===== src/hdl/uart_pkg.sv =====
`default_nettype none

package uart_pkg;

    // bus and flash word width
    localparam int word_width = 32;

    // word indices on wb_adr
    localparam logic [1:0] csr_addr     = 2'd0;
    localparam logic [1:0] baud_addr    = 2'd1;
    localparam logic [1:0] tx_data_addr = 2'd2;
    localparam logic [1:0] rx_data_addr = 2'd3;

    // control/status bits, busy bits are read-only
    localparam int tx_enable_bit     = 0;
    localparam int tx_busy_bit       = 2;
    localparam int rx_busy_bit       = 3;
    localparam int rx_int_enable_bit = 4;

    // receiver oversampling and frame timing
    localparam int ticks_per_bit    = 16;
    localparam int sample_offset    = 6;
    localparam int false_start_tick = 14;
    localparam int frame_ticks      = 160;

    // boot loader markers, index 0 arrives first
    localparam logic [0:3][7:0] start_marker = {8'h5a, 8'ha5, 8'h0f, 8'hf0};
    localparam logic [word_width-1:0] end_marker_word = 32'hf00fa55a;

    // baud word, one view per direction
    // rx tick divisor is the tx bit divisor over 16
    typedef union packed {
        struct packed {
            logic [15:0] upper;
            logic [15:0] bit_div;
        } tx;
        struct packed {
            logic [18:0] upper;
            logic [8:0]  tick_div;
            logic [3:0]  frac;
        } rx;
    } baud_word_u;

endpackage

`default_nettype wire


===== src/hdl/boot_loader.sv =====
`timescale 1ns/1ps
`default_nettype none

module boot_loader (
    input  wire                              clk,
    input  wire                              reset,
    input  wire  [7:0]                       rx_byte,
    input  wire                              rx_strobe,
    output logic                             start_program,
    output logic                             program_done,
    output logic [uart_pkg::word_width-1:0]  flash_addr,
    output logic [uart_pkg::word_width-1:0]  flash_data,
    output logic                             flash_we
);

    // states 0 to 3 wait for marker byte n, 4 loads words
    localparam logic [2:0] st_hunt = 3'd0;
    localparam logic [2:0] st_last = 3'd3;
    localparam logic [2:0] st_load = 3'd4;

    logic [2:0] state;
    // bytes already packed into the current word
    logic [1:0] byte_cnt;
    logic [uart_pkg::word_width-1:0] word_reg;
    logic [uart_pkg::word_width-1:0] word_next;
    logic       loading;
    logic       word_done;

    assign loading   = (state == st_load);
    // big-endian, first byte ends up on top
    assign word_next = {word_reg[uart_pkg::word_width-9:0], rx_byte};
    assign word_done = rx_strobe && loading && (byte_cnt == 2'd3);

    always_ff @(posedge clk) begin
        if (reset) begin
            state         <= st_hunt;
            byte_cnt      <= '0;
            start_program <= 1'b0;
            program_done  <= 1'b0;
            flash_we      <= 1'b0;
            flash_addr    <= '0;
        end else begin
            start_program <= 1'b0;
            program_done  <= 1'b0;
            flash_we      <= 1'b0;
            // advance once the write has gone out
            if (flash_we) begin
                flash_addr <= flash_addr + 1'b1;
            end
            if (rx_strobe) begin
                if (loading) begin
                    byte_cnt <= byte_cnt + 2'd1;
                    if (word_done) begin
                        if (word_next == uart_pkg::end_marker_word) begin
                            // end word itself is never written
                            program_done <= 1'b1;
                            state        <= st_hunt;
                        end else begin
                            flash_we <= 1'b1;
                        end
                    end
                end else if (rx_byte == uart_pkg::start_marker[state[1:0]]) begin
                    if (state == st_last) begin
                        state         <= st_load;
                        start_program <= 1'b1;
                        byte_cnt      <= '0;
                        flash_addr    <= '0;
                    end else begin
                        state <= state + 3'd1;
                    end
                end else begin
                    // mismatch, back to hunting for 5a
                    state <= st_hunt;
                end
            end
        end
    end

    // word assembly
    always_ff @(posedge clk) begin
        if (rx_strobe && loading) begin
            word_reg <= word_next;
        end
        if (word_done) begin
            flash_data <= word_next;
        end
    end

endmodule

`default_nettype wire


===== src/hdl/uart_loader.sv =====
`timescale 1ns/1ps
`default_nettype none

module uart_loader #(
    parameter logic [uart_pkg::word_width-1:0] reset_divisor = 159
) (
    input  wire                              clk,
    input  wire                              reset,
    input  wire                              wb_cyc,
    input  wire                              wb_stb,
    input  wire                              wb_we,
    input  wire  [1:0]                       wb_adr,
    input  wire  [uart_pkg::word_width-1:0]  wb_dat_w,
    output logic [uart_pkg::word_width-1:0]  wb_dat_r,
    output logic                             wb_ack,
    input  wire                              uart_rx,
    output logic                             uart_tx,
    output logic                             rx_int_req,
    output logic                             start_program,
    output logic                             program_done,
    output logic [uart_pkg::word_width-1:0]  flash_addr,
    output logic [uart_pkg::word_width-1:0]  flash_data,
    output logic                             flash_we
);

    // register block to transmitter
    logic                 tx_start;
    logic [7:0]           tx_byte;
    logic                 tx_enable;
    logic                 tx_busy;
    uart_pkg::baud_word_u baud;
    // receiver to register block and loader
    logic [7:0]           rx_byte;
    logic                 rx_strobe;
    logic                 rx_busy;

    uart_regs #(
        .reset_divisor(reset_divisor)
    ) regs (
        .clk(clk), .reset(reset),
        .wb_cyc(wb_cyc), .wb_stb(wb_stb), .wb_we(wb_we), .wb_adr(wb_adr),
        .wb_dat_w(wb_dat_w), .tx_busy(tx_busy), .rx_busy(rx_busy),
        .rx_strobe(rx_strobe), .rx_byte(rx_byte), .wb_dat_r(wb_dat_r),
        .wb_ack(wb_ack), .tx_start(tx_start), .tx_byte(tx_byte),
        .tx_enable(tx_enable), .baud(baud), .rx_int_req(rx_int_req)
    );

    uart_tx tx_unit (
        .clk(clk), .reset(reset), .tx_start(tx_start), .tx_byte(tx_byte),
        .tx_enable(tx_enable), .baud(baud), .tx_busy(tx_busy), .uart_tx(uart_tx)
    );

    uart_rx rx_unit (
        .clk(clk), .reset(reset), .uart_rx(uart_rx), .baud(baud),
        .rx_byte(rx_byte), .rx_strobe(rx_strobe), .rx_busy(rx_busy)
    );

    // loader sees every good byte, no back-pressure
    boot_loader loader (
        .clk(clk), .reset(reset), .rx_byte(rx_byte), .rx_strobe(rx_strobe),
        .start_program(start_program), .program_done(program_done),
        .flash_addr(flash_addr), .flash_data(flash_data), .flash_we(flash_we)
    );

endmodule

`default_nettype wire


===== src/hdl/uart_regs.sv =====
`timescale 1ns/1ps
`default_nettype none

module uart_regs #(
    parameter logic [uart_pkg::word_width-1:0] reset_divisor = 159
) (
    input  wire                              clk,
    input  wire                              reset,
    input  wire                              wb_cyc,
    input  wire                              wb_stb,
    input  wire                              wb_we,
    input  wire  [1:0]                       wb_adr,
    input  wire  [uart_pkg::word_width-1:0]  wb_dat_w,
    input  wire                              tx_busy,
    input  wire                              rx_busy,
    input  wire                              rx_strobe,
    input  wire  [7:0]                       rx_byte,
    output logic [uart_pkg::word_width-1:0]  wb_dat_r,
    output logic                             wb_ack,
    output logic                             tx_start,
    output logic [7:0]                       tx_byte,
    output logic                             tx_enable,
    output uart_pkg::baud_word_u             baud,
    output logic                             rx_int_req
);

    // new request, ack low so each access takes two cycles
    logic req;
    logic rx_int_enable;
    // last good received byte
    logic [7:0] rx_last;
    // status view with live busy flags
    logic [uart_pkg::word_width-1:0] csr_view;

    assign req = wb_cyc && wb_stb && !wb_ack;

    always_comb begin
        csr_view = '0;
        csr_view[uart_pkg::tx_enable_bit]     = tx_enable;
        csr_view[uart_pkg::tx_busy_bit]       = tx_busy;
        csr_view[uart_pkg::rx_busy_bit]       = rx_busy;
        csr_view[uart_pkg::rx_int_enable_bit] = rx_int_enable;
    end

    always_ff @(posedge clk) begin
        if (reset) begin
            wb_ack        <= 1'b0;
            tx_start      <= 1'b0;
            tx_enable     <= 1'b0;
            rx_int_enable <= 1'b0;
            rx_int_req    <= 1'b0;
            baud          <= reset_divisor;
        end else begin
            wb_ack     <= req;
            // transmit kick lines up with the ack
            tx_start   <= req && wb_we && (wb_adr == uart_pkg::tx_data_addr);
            // one pulse per good byte
            rx_int_req <= rx_strobe && rx_int_enable;
            if (req && wb_we) begin
                case (wb_adr)
                    uart_pkg::csr_addr: begin
                        tx_enable     <= wb_dat_w[uart_pkg::tx_enable_bit];
                        rx_int_enable <= wb_dat_w[uart_pkg::rx_int_enable_bit];
                    end
                    uart_pkg::baud_addr: begin
                        baud <= wb_dat_w;
                    end
                    default: begin
                    end
                endcase
            end
        end
    end

    // data registers and read mux
    always_ff @(posedge clk) begin
        if (req && wb_we && (wb_adr == uart_pkg::tx_data_addr)) begin
            tx_byte <= wb_dat_w[7:0];
        end
        if (rx_strobe) begin
            rx_last <= rx_byte;
        end
        if (req) begin
            case (wb_adr)
                uart_pkg::csr_addr:     wb_dat_r <= csr_view;
                uart_pkg::baud_addr:    wb_dat_r <= baud;
                uart_pkg::tx_data_addr: wb_dat_r <= {{(uart_pkg::word_width-8){1'b0}}, tx_byte};
                uart_pkg::rx_data_addr: wb_dat_r <= {{(uart_pkg::word_width-8){1'b0}}, rx_last};
                default:                wb_dat_r <= '0;
            endcase
        end
    end

endmodule

`default_nettype wire


===== src/hdl/uart_rx.sv =====
`timescale 1ns/1ps
`default_nettype none

module uart_rx (
    input  wire                   clk,
    input  wire                   reset,
    input  wire                   uart_rx,
    input  wire uart_pkg::baud_word_u baud,
    output logic [7:0]            rx_byte,
    output logic                  rx_strobe,
    output logic                  rx_busy
);

    // two-flop synchronizer plus edge history
    logic       rx_meta;
    logic       rx_sync;
    logic       rx_prev;
    logic [8:0] div_cnt;
    // 0 to 159 across the frame
    logic [7:0] tick_cnt;
    logic [3:0] slot;
    logic [3:0] pos;
    logic       tick;
    logic       in_window;
    logic       vote_end;
    logic [1:0] vote;
    logic [1:0] vote_next;
    logic [7:0] shift;

    assign tick      = rx_busy && (div_cnt == baud.rx.tick_div);
    assign slot      = 4'(tick_cnt / uart_pkg::ticks_per_bit);
    assign pos       = 4'(tick_cnt % uart_pkg::ticks_per_bit);
    assign in_window = (pos >= 4'(uart_pkg::sample_offset))
                    && (pos <= 4'(uart_pkg::sample_offset + 2));
    assign vote_end  = (pos == 4'(uart_pkg::sample_offset + 2));
    // first sample of a slot restarts the sum
    assign vote_next = ((pos == 4'(uart_pkg::sample_offset)) ? 2'd0 : vote)
                     + {1'b0, rx_sync};

    always_ff @(posedge clk) begin
        if (reset) begin
            rx_meta <= 1'b1;
            rx_sync <= 1'b1;
            rx_prev <= 1'b1;
        end else begin
            rx_meta <= uart_rx;
            rx_sync <= rx_meta;
            rx_prev <= rx_sync;
        end
    end

    always_ff @(posedge clk) begin
        if (reset) begin
            rx_busy   <= 1'b0;
            rx_strobe <= 1'b0;
            div_cnt   <= '0;
            tick_cnt  <= '0;
        end else begin
            rx_strobe <= 1'b0;
            if (!rx_busy) begin
                // falling edge opens a frame
                if (rx_prev && !rx_sync) begin
                    rx_busy  <= 1'b1;
                    div_cnt  <= '0;
                    tick_cnt <= '0;
                end
            end else if (tick) begin
                div_cnt  <= '0;
                tick_cnt <= tick_cnt + 8'd1;
                if ((tick_cnt == 8'(uart_pkg::false_start_tick)) && vote[1]) begin
                    // start bit voted high, glitch
                    rx_busy <= 1'b0;
                end else if (tick_cnt == 8'(uart_pkg::frame_ticks - 1)) begin
                    rx_busy <= 1'b0;
                    // all three stop samples must be high
                    rx_strobe <= (vote == 2'd3);
                end
            end else begin
                div_cnt <= div_cnt + 9'd1;
            end
        end
    end

    // majority vote and data capture
    always_ff @(posedge clk) begin
        if (tick && in_window) begin
            vote <= vote_next;
        end
        // data slots 1 to 8, lsb arrives first
        if (tick && vote_end && (slot >= 4'd1) && (slot <= 4'd8)) begin
            shift <= {vote_next[1], shift[7:1]};
        end
        if (tick && (tick_cnt == 8'(uart_pkg::frame_ticks - 1)) && (vote == 2'd3)) begin
            rx_byte <= shift;
        end
    end

endmodule

`default_nettype wire


===== src/hdl/uart_tx.sv =====
`timescale 1ns/1ps
`default_nettype none

module uart_tx (
    input  wire                   clk,
    input  wire                   reset,
    input  wire                   tx_start,
    input  wire  [7:0]            tx_byte,
    input  wire                   tx_enable,
    input  wire uart_pkg::baud_word_u baud,
    output logic                  tx_busy,
    output logic                  uart_tx
);

    logic [15:0] div_cnt;
    // bits still to send after the current one
    logic [3:0]  bits_left;
    // stop, data, start; bit 0 is on the line
    logic [9:0]  frame;
    logic        line;
    logic        bit_end;

    assign bit_end = (div_cnt == baud.tx.bit_div);
    // disabled transmitter holds the line idle
    assign uart_tx = line | !tx_enable;

    always_ff @(posedge clk) begin
        if (reset) begin
            tx_busy   <= 1'b0;
            line      <= 1'b1;
            div_cnt   <= '0;
            bits_left <= '0;
        end else if (!tx_enable) begin
            // abort any frame in flight
            tx_busy <= 1'b0;
            line    <= 1'b1;
        end else if (!tx_busy) begin
            if (tx_start) begin
                tx_busy   <= 1'b1;
                line      <= 1'b0;
                div_cnt   <= '0;
                bits_left <= 4'd9;
            end
        end else if (bit_end) begin
            div_cnt <= '0;
            if (bits_left == 4'd0) begin
                // stop bit done
                tx_busy <= 1'b0;
            end else begin
                bits_left <= bits_left - 4'd1;
                line      <= frame[1];
            end
        end else begin
            div_cnt <= div_cnt + 16'd1;
        end
    end

    // shift register, lsb first
    always_ff @(posedge clk) begin
        if (!tx_busy && tx_start) begin
            frame <= {1'b1, tx_byte, 1'b0};
        end else if (tx_busy && bit_end) begin
            frame <= {1'b1, frame[9:1]};
        end
    end

endmodule

`default_nettype wire


===== config.mk =====
export PLATFORM = sky130hd
export DESIGN_NAME = uart_loader
export DESIGN_NICKNAME = d
export VERILOG_FILES = /design/src/hdl/uart_pkg.sv /design/src/hdl/boot_loader.sv /design/src/hdl/uart_loader.sv /design/src/hdl/uart_regs.sv /design/src/hdl/uart_rx.sv /design/src/hdl/uart_tx.sv
export SDC_FILE = /design/constraint.sdc
export NUM_CORES = 1
export LEC_CHECK = 0
export ABC_AREA = 1
export BUFFER_PORTS_ARGS = -buffer_cell sky130_fd_sc_hd__buf_2
export CAP_MARGIN = 10
export CORE_AREA = 2 2 149 151
export CTS_BUF_LIST = sky130_fd_sc_hd__clkbuf_8
export DETAILED_ROUTE_END_ITERATION = 8
export DIE_AREA = 0 0 151 153
export GPL_ROUTABILITY_DRIVEN = 1
export PLACE_DENSITY = 0.78
export SYNTH_ARGS = -nofsm -noshare
export SYNTH_HDL_FRONTEND = slang
export SYNTH_SLANG_ARGS = --single-unit

===== constraint.sdc =====
create_clock -name clk -period 8 [get_ports clk]
set_input_delay 0.4 -clock clk [delete_from_list [all_inputs] [get_ports clk]]
set_output_delay 0.4 -clock clk [all_outputs]
set_load 0.01 [all_outputs]

# Yosys cells after proc, flatten, opt, wreduce, memory -nomap -nowiden

Index checks and enable logic that the tools add are counted.
Widths: inputs -> output; s select.

Add/sub/neg operators: 8
Magnitude comparators: 5
Equality and inequality tests: 20
Multiplexer cells: 49
Bitwise logic cells: 10
Reductions and logical operators: 42

Operators with widths:

| cell                  | number |
|---|---|
| $mux 32               | 5 |
| $pmux 32 s4           | 1 |
| $mux 16               | 3 |
| $mux 9                | 5 |
| $mux 8                | 5 |
| $add 32x1->32 const B | 1 |
| $eq 32x32->1 const B  | 1 |
| $logic_and 1x1->1     | 19 |
| $add 16x1->16 const B | 1 |
| $bmux 8 s2            | 1 |
| $eq 16x16->1          | 1 |
| $mux 1                | 16 |
| $mux 4                | 4 |
| $mux 3                | 5 |
| $ne 2x2->1 const B    | 5 |
| $reduce_bool 2->1     | 5 |
| $add 9x1->9 const B   | 1 |
| $eq 9x9->1            | 1 |
| $reduce_and 3->1      | 3 |
| $add 8x1->8 const B   | 1 |
| $eq 2x2->1 const B    | 4 |
| $eq 8x4->1 const B    | 1 |
| $eq 8x8->1            | 1 |
| $eq 8x8->1 const B    | 1 |
| 25 further kinds      | 43 |

Register bits: 252
Input port bits: 40
Output and inout port bits: 102
Word-level logic and storage cells: 167

# Longest topological paths before layout

Gate-level depths: netlist of run 1.

Depth in word-level cells: 8
Gate-level depth with buffers: 14
Gate-level depth less buffers: 14

# Cells and area by module

A second synthesis of run 1 with hierarchy kept.

Cell total of the unflattened synthesis: 1260
Area, all modules: 11209.5 um^2

By module, submodules not included:

| module      | instances | cells each | area each (um^2) | sequential area each (um^2) |
|---|---|---|---|---|
| boot_loader | 1         | 397        | 4031.4           | 2482.4 |
| uart_regs   | 1         | 367        | 3402.0           | 2182.1 |
| uart_rx     | 1         | 235        | 1944.4           | 980.9 |
| uart_tx     | 1         | 261        | 1831.8           | 680.7 |

# Worst setup path after synthesis of run 1

Ideal clock, no wire load.

Path kind: reg2reg
Start: register rx_unit.rx_strobe
End: register loader.flash_data[0] in the netlist's numbering (enable)
Library setup time: 0.423 ns
Data arrival time: 3.443 ns
Required time: 7.577 ns
Path slack: 4.134 ns
Stages on the path, launching flop included: 5
Buffers on the path: 0
Clock period less this slack: 3.866 ns
Cell sequence: dfxtp_1 > inv_1 > nor2_1 > inv_1 > nor2_1

Cells in the longest elaborated chain, start to end: 2

Ends and longest elaborated chain:

| what                            | RTL line          | RTL |
|---|---|---|
| from (decl)                     | uart_rx.sv:10     | `output logic rx_strobe,` |
| from (signal assigned)          | uart_rx.sv:76     | `rx_strobe <= (vote == 2'd3);` |
| $logic_and 1x1->1 (2 in series) | boot_loader.sv:32 | `assign word_done = rx_strobe && loading && (byte_cnt == 2'd3);` |
| named net loader.word_done      | boot_loader.sv:27 | `logic word_done;` |
| to (signal assigned)            | boot_loader.sv:85 | `flash_data <= word_next;` |
| to (decl)                       | boot_loader.sv:12 | `output logic [uart_pkg::word_width-1:0] flash_data,` |

The timed path passes the listed nets, and every way through them passes these cells.
A chain may end at the register's enable or synchronous reset.

# Worst setup path after layout of run 1

Start: register regs.wb_ack
End: register regs.baud[30] in the netlist's numbering

Cells in the longest elaborated chain, start to end: 4

Ends and longest elaborated chain:

| what                              | RTL line        | RTL |
|---|---|---|
| from (decl)                       | uart_regs.sv:19 | `output logic wb_ack,` |
| from (signal assigned)            | uart_regs.sv:54 | `wb_ack <= req;` |
| $logic_not 1->1                   | uart_regs.sv:35 | `assign req = wb_cyc && wb_stb && !wb_ack;` |
| $logic_and 1x1->1                 | uart_regs.sv:35 |  |
| named net regs.req                | uart_regs.sv:28 | `logic req;` |
| $logic_and 1x1->1                 | uart_regs.sv:59 | `if (req && wb_we) begin` |
| $reduce_and 2->1 (no source line) | -               |  |
| to (signal assigned)              | uart_regs.sv:52 | `baud <= reset_divisor;` |
| to (signal assigned)              | uart_regs.sv:66 | `baud <= wb_dat_w;` |
| to (decl)                         | uart_regs.sv:23 | `output uart_pkg::baud_word_u baud,` |

The timed path passes the listed nets, and every way through them passes these cells.

==> results.py, run 1 <==
metrics = {
    "sta": {
        "period_share_pct": 34.7,
        "tightest_slew_ns": 1.05,
        "min_period_ns": 2.78,
        "setup_viol": 0,
        "skew_ns": 0.0209,
        "rsz0062_at_grt": "no",
        "max_slew_margin_pct": 29.3,
        "final_max_slew_viol_count": 0,
        "setup_tns_ns": 0,
        "fmax_mhz": 360,
        "finalHoldViolations": 0,
    },
    "finish": {
        "nFillCells": 1872,
        "fin_util_pct": 58.1,
        "regArea_mm2": 0.00633,
        "fin_nets": 1372,
        "multi_input_area_mm2": 0.00368,
        "drive_gt1_share_pct": 17.9,
        "area.growth.synth_to_final_pct": 17.2,
        "design_area_mm2": 0.0125,
    },
    "logic_synthesis": {
        "synth-simple-area-share_pct": 22.8,
        "synth_top_family_by_area": "simple AND/OR/NAND/NOR gates",
        "synthCells": 1150,
        "synth.distinct_cells": 42,
        "yosysTopAreaCell": "edfxtp_1",
        "synthAdderAreaFrac_pct": 1.53,
        "syn_area_per_cell_um2": 9.26,
        "async_flop_share_pct": 0,
        "synth_area_mm2": 0.0106,
        "synth_seq_cells": 251,
        "synth-compound-area-share_pct": 7.04,
        "synth_area_leaders": "edfxtp_1, dfxtp_1, nand2_1, nor2_1, inv_1",
        "synth_flop_cell": "edfxtp_1",
        "synth_top_cell_area_share_pct": 36.7,
        "muxShareOfSynthArea_pct": 0,
        "ys_seq_area_share_pct": 59.4,
        "synth-xor-area-share_pct": 3.04,
        "yosys_warnings": 0,
        "synth_fp_nets": 1203,
        "synth-edff-count": 130,
    },
    "pwr": {
        "power_mw": 2.52,
        "leakage_nw": 4.83,
        "ir_drop_mv": 0.135,
        "p_per_area_mw_per_mm2": 202,
    },
    "critical_path": {
        "cp-start-kind": "register",
        "crit_end": "regs.baud[30]",
        "crit_fanout": 33,
        "rrSetupSlack_ns": 5.22,
        "crit_arrival_ns": 3.17,
        "r2r_start": "regs.wb_ack",
        "cp.required_ns": 8.40,
        "cp-end-kind": "register",
        "crit_start": "regs.wb_ack",
        "criticalPathCategory": "register to register",
        "rr_worst_depth": 8,
        "r2r-end": "regs.baud[30]",
    },
    "placed_design": {
        "placed_area_mm2": 0.0117,
        "gp_congestion": 0.891,
        "io_buffers": 141,
        "place_hpwl_um": 16400,
    },
    "detailed_routing": {
        "wl_per_cell_um": 14.3,
        "drt-initial-drc-count": 572,
        "first_pass_iters": 5,
        "drc": 0,
        "vias_per_cell": 5.07,
        "drt_wl_total_um": 23400,
        "vias": 8292,
        "ant_nets": 0,
    },
    "global_route": {
        "grt.total_usage_pct": 20.3,
        "grt_pass1_vias": 7997,
        "grt_pass1_wl_um": 37900,
        "antenna_found_initial": 2,
        "grt_max_degree": 34,
        "grt_remaining_overflow": 0,
    },
    "cts": {
        "htreeDepth": 2,
        "numCtsBuffers": 42,
        "cts_resized": 0,
        "post_cts_buffers": 0,
        "cts_root_buf": "clkbuf_8",
        "cts_hold_buf": 0,
        "clockBufferDepth": 3,
        "cts_tree": "done",
        "clkTransAtPathRegs_ns": 0.06,
        "clock_latency_ns": 0.53,
        "clkSinkCount": 251,
    },
    "min_path": {
        "hold_class": "input port to register",
        "whs_path_depth": 2,
    },
    "floorplanning": {
        "die-area_mm2": 0.0231,
        "ios": 142,
        "start_util_pct": 49.6,
        "fp.dieH_um": 153,
        "die_w_um": 151,
        "coreArea_mm2": 0.0215,
        "row_count": 54,
    },
    "flow_run": {
        "maxCapViolCount": 0,
    },
    "run_status": {
        "outcome": "finished, final reports clean",
    },
}
==> routing by layer <==
| layer | vias to the layer above | GRT usage, % | part of all wire, % |
|---|---|---|---|
| li1 | 4142 | - | - |
| met1 | 3847 | 25.9 | 43 |
| met2 | 248 | 33.8 | 49 |
| met3 | 55 | 3.43 | 5.3 |
| met4 | 0 | 8.77 | 3.3 |
| met5 | - | 0 | 0 |
==> through the flow <==
stage / hold WS, ns / cells / setup slack, ns
after floorplan: 0.389 / 1150 / 4.13
after global placement: 0.397 / 1554 / 5.24
after detailed placement: 0.396 / 1554 / 5.07
after CTS: 0.0320 / 1631 / 5.23
after global routing: 0.0448 / 1633 / 4.91
final: 0.0505 / 1634 / 5.22
==> worst min-delay path by stage <==
| stage | start | to | slack, ns |
|---|---|---|---|
| 2_1_floorplan | rx_unit.rx_meta | rx_unit.rx_sync | 0.39 |
| 3_3_place_gp | rx_unit.rx_meta | rx_unit.rx_sync | 0.40 |
| 3_5_place_dp | rx_unit.rx_meta | rx_unit.rx_sync | 0.40 |
| 4_1_cts | uart_rx | rx_unit.rx_meta | 0.03 |
| 5_1_grt | uart_rx | rx_unit.rx_meta | 0.04 |
| 6_report | uart_rx | rx_unit.rx_meta | 0.05 |
==> cell families (layout without fill, tap and decap cells) <==
group	after synthesis	in the layout
adder cells (fa/ha/maj)	13	13
AND/OR/NAND/NOR	543	543
AO/OA/AOI/OAI	137	137
XOR/XNOR	37	37
other	0	2
flip-flops	251	251
buffers and inverters	169	371
==> worst max-delay path: stages (launching register included) <==
cell	delay, ns
dfxtp_1	0.34
nor3_4	0.17
buf_4	0.45
nand2_1	0.22
nor2_2	0.43
inv_1	0.42
buf_4	0.34
o21ai_0	0.20
a21oi_1	0.05
==> Yosys cell counts (all sizes together), types with 6 or more instances <==
| cell | count |
|---|---|
| o21ai | 51 |
| buf | 6 |
| nor3 | 27 |
| dfxtp | 121 |
| or2 | 8 |
| xnor2 | 13 |
| nand3b | 7 |
| inv | 145 |
| nand3 | 58 |
| edfxtp | 130 |
| ha | 13 |
| o211ai | 7 |
| nand4 | 26 |
| nor2 | 163 |
| clkbuf | 17 |
| a21oi | 67 |
| nand2 | 248 |
| xor2 | 24 |
==> area by class of cell <==
class / instances / area share [%]
diodes: 2 / 0.0401
clock buffers: 49 / 5.40
clock inverters: 28 / 1.12
inverters: 146 / 4.39
multi-input cells: 730 / 29.5
flip-flops and latches: 251 / 50.7
well taps: 280 / 2.81
repair buffers: 148 / 6.06
==> cells in the final DEF, fill, tap and decap left out, drive strengths merged, types with 2 or more instances in the layout <==
cell type	synthesis	layout
a21oi	67	67
a221oi	2	2
buf	6	148
clkbuf	17	49
clkinv	1	12
dfxtp	121	121
diode	0	2
edfxtp	130	130
ha	13	13
inv	145	160
nand2	248	248
nand3	58	58
nand3b	7	7
nand4	26	26
nor2	163	163
nor3	27	27
nor3b	2	2
nor4	4	4
o2111ai	2	2
o211ai	7	7
o21ai	51	51
o221ai	4	4
or2	8	8
xnor2	13	13
xor2	24	24
==> power breakdown <==
part           total [mW]  internal (mW)  switching (mW)
Clock                1.09          0.590           0.500
Combinational      0.0726         0.0225          0.0501
Sequential           1.36           1.36         0.00540
Total                2.52           1.97           0.556
Power figures use the tool's default switching activity.
==> inputs of run 2 (changes only) <==
Settings changed: PLACE_DENSITY 0.78 to 0.81.
Clock period 8 ns to 2.47 ns, I/O delays scaled along.
==> run 2 against run 1 <==
Net effect:
- critical path depth increased by 1
- sequential cell count unchanged
- final cell count increased by 2.8%
- sequential share of layout area decreased by 2.0 points
- worst hold slack improved by 0.032 ns
- global-route usage increased by 0.45 points
- largest power group unchanged
==> results.py, run 2 (same netlist as run 1, synthesis figures left out) <==
metrics = {
    "run_status": {
        "outcome": "finished, final reports clean",
    },
    "critical_path": {
        "crit_fanout": 52,
        "cp.required_ns": 2.88,
        "cp-start-kind": "register",
        "crit_arrival_ns": 2.76,
        "cp-end-kind": "register",
        "criticalPathCategory": "register to register",
    },
    "global_route": {
        "antenna_found_initial": 1,
        "grt_remaining_overflow": 0,
        "grt_max_degree": 53,
        "grt_pass1_vias": 8208,
        "grt.total_usage_pct": 20.7,
        "grt_pass1_wl_um": 38600,
    },
    "detailed_routing": {
        "ant_nets": 0,
        "drt_wl_total_um": 24000,
        "drc": 0,
        "vias_per_cell": 5.10,
        "drt-initial-drc-count": 689,
        "first_pass_iters": 5,
        "wl_per_cell_um": 14.3,
        "vias": 8559,
    },
    "finish": {
        "design_area_mm2": 0.0130,
        "fin_nets": 1419,
        "drive_gt1_share_pct": 18.1,
        "area.growth.synth_to_final_pct": 22.0,
        "fin_util_pct": 60.5,
        "mostFrequentLayoutCells": "nand2_1, inv_1, nor2_1",
        "fin_cells": 1679,
        "final_common_cell": "nand2_1",
    },
    "pwr": {
        "swShare_pct": 21.5,
        "clkPwrFrac_pct": 44.0,
        "ir_drop_mv": 0.374,
        "leakage_nw": 5.06,
        "power.switching_mw": 1.81,
        "internal-power_mw": 6.60,
        "p_per_area_mw_per_mm2": 647,
        "p_seq_share_pct": 52.5,
        "pwr-share-comb_pct": 3.5,
    },
    "floorplanning": {
        "coreArea_mm2": 0.0215,
        "start_util_pct": 49.6,
        "die-area_mm2": 0.0231,
        "row_count": 54,
        "die_w_um": 151,
        "ios": 142,
        "fp.dieH_um": 153,
    },
    "sta": {
        "skew_ns": 0.0267,
        "setup_tns_ns": 0,
        "period_share_pct": 94.9,
        "min_period_ns": 2.34,
        "fmax_mhz": 427,
        "final_max_slew_viol_count": 0,
        "finalHoldViolations": 0,
        "rsz0062_at_grt": "no",
        "max_slew_margin_pct": 55.5,
        "tightest_slew_ns": 0.665,
        "setup_viol": 0,
    },
    "placed_design": {
        "place_hpwl_um": 16100,
        "placed_area_mm2": 0.0117,
        "gp_congestion": 0.900,
        "io_buffers": 141,
        "dp_cells": 1564,
    },
    "cts": {
        "clock_latency_ns": 0.54,
        "numCtsBuffers": 41,
        "clkTransAtPathRegs_ns": 0.06,
        "cts_root_buf": "clkbuf_8",
        "cts_tree": "done",
        "clockBufferDepth": 3,
        "clkSinkCount": 251,
        "htreeDepth": 2,
    },
    "min_path": {
        "hold_class": "input port to register",
    },
    "flow_run": {
        "maxCapViolCount": 0,
    },
}
run 2: cell types whose count changed in the layout (fill, tap and decap cells not counted), sizes merged:
| cell | before | now |
|---|---|---|
| diode | 2 | 1 |
| clkinvlp | 1 | 2 |
| dlygate4sd3 | 0 | 39 |
| bufinv | 1 | 3 |
| clkinv | 12 | 8 |
| buf | 148 | 157 |
| clkbuf | 49 | 48 |
run 2: path summary, 6_finish.rpt:
path / endpoint / cells after the start / slack, ns / start
max reg2reg: regs.baud[8] / 9 / 0.13 / regs.wb_ack
min: regs.tx_start / 4 / 0.08 / wb_adr[0]
max: regs.baud[8] / 9 / 0.13 / regs.wb_ack
min reg2reg: rx_unit.rx_sync / 1 / 0.41 / rx_unit.rx_meta
run 2: routing by layer:
metal | global-route usage [%] | vias up | wire length, um
li1 | - | 4233 | -
met1 | 26.5 | 3986 | 9950
met2 | 35.3 | 291 | 11800
met3 | 3.58 | 49 | 1620
met4 | 7.39 | 0 | 597
met5 | 0 | - | 0
run 2: repair_timing:
item / CTS / global route
setup endpoints to repair: 0 / 2
endpoints found under the hold margin: 45 / 0
hold buffers: 39 / 0
setup buffers: 0 / 0
resized for setup: 0 / 1
run 2: area by class of cell:
| type | count | area, um2 |
|---|---|---|
| Clock inverter | 27 | 193 |
| Multi-Input combinational cell | 730 | 3690 |
| Fill cell | 1730 | 8500 |
| Timing Repair Buffer | 196 | 1220 |
| Sequential cell | 251 | 6330 |
| Antenna cell | 1 | 2.50 |
| Clock buffer | 48 | 661 |
| Tap cell | 280 | 350 |
| Inverter | 146 | 548 |
run 2: power groups by stage:
| stage | clock network, mW | registers (mW) | logic [mW] |
|---|---|---|---|
| floorplan | 0 | 4.51 | 0.122 |
| global route | 3.95 | 4.41 | 0.319 |
| global placement | 0 | 4.50 | 0.237 |
| CTS | 3.76 | 4.41 | 0.289 |
| detailed placement | 0 | 4.50 | 0.240 |
| finish | 3.70 | 4.41 | 0.292 |
run 2: critical path, stage by stage, from the launching register on:
cell           delay [ns]
dfxtp_1              0.34
nor3_4               0.28
nand2_1              0.17
nor2_2               0.11
buf_4                0.20
inv_1                0.07
buf_6                0.21
o21ai_0              0.20
dlygate4sd3_1        0.58
a21oi_1              0.04
run 2: per-stage QoR:
| stage | total power, mW | hold slack (ns) | worst slack, ns |
|---|---|---|---|
| after floorplan | 4.63 | 0.222 | 0.150 |
| after global placement | 4.74 | 0.308 | 0.506 |
| after CTS | 8.46 | 0.0522 | 0.130 |
| after detailed placement | 4.74 | 0.310 | 0.442 |
| after global routing | 8.68 | 0.137 | 0.0413 |
| final | 8.40 | 0.0822 | 0.126 |
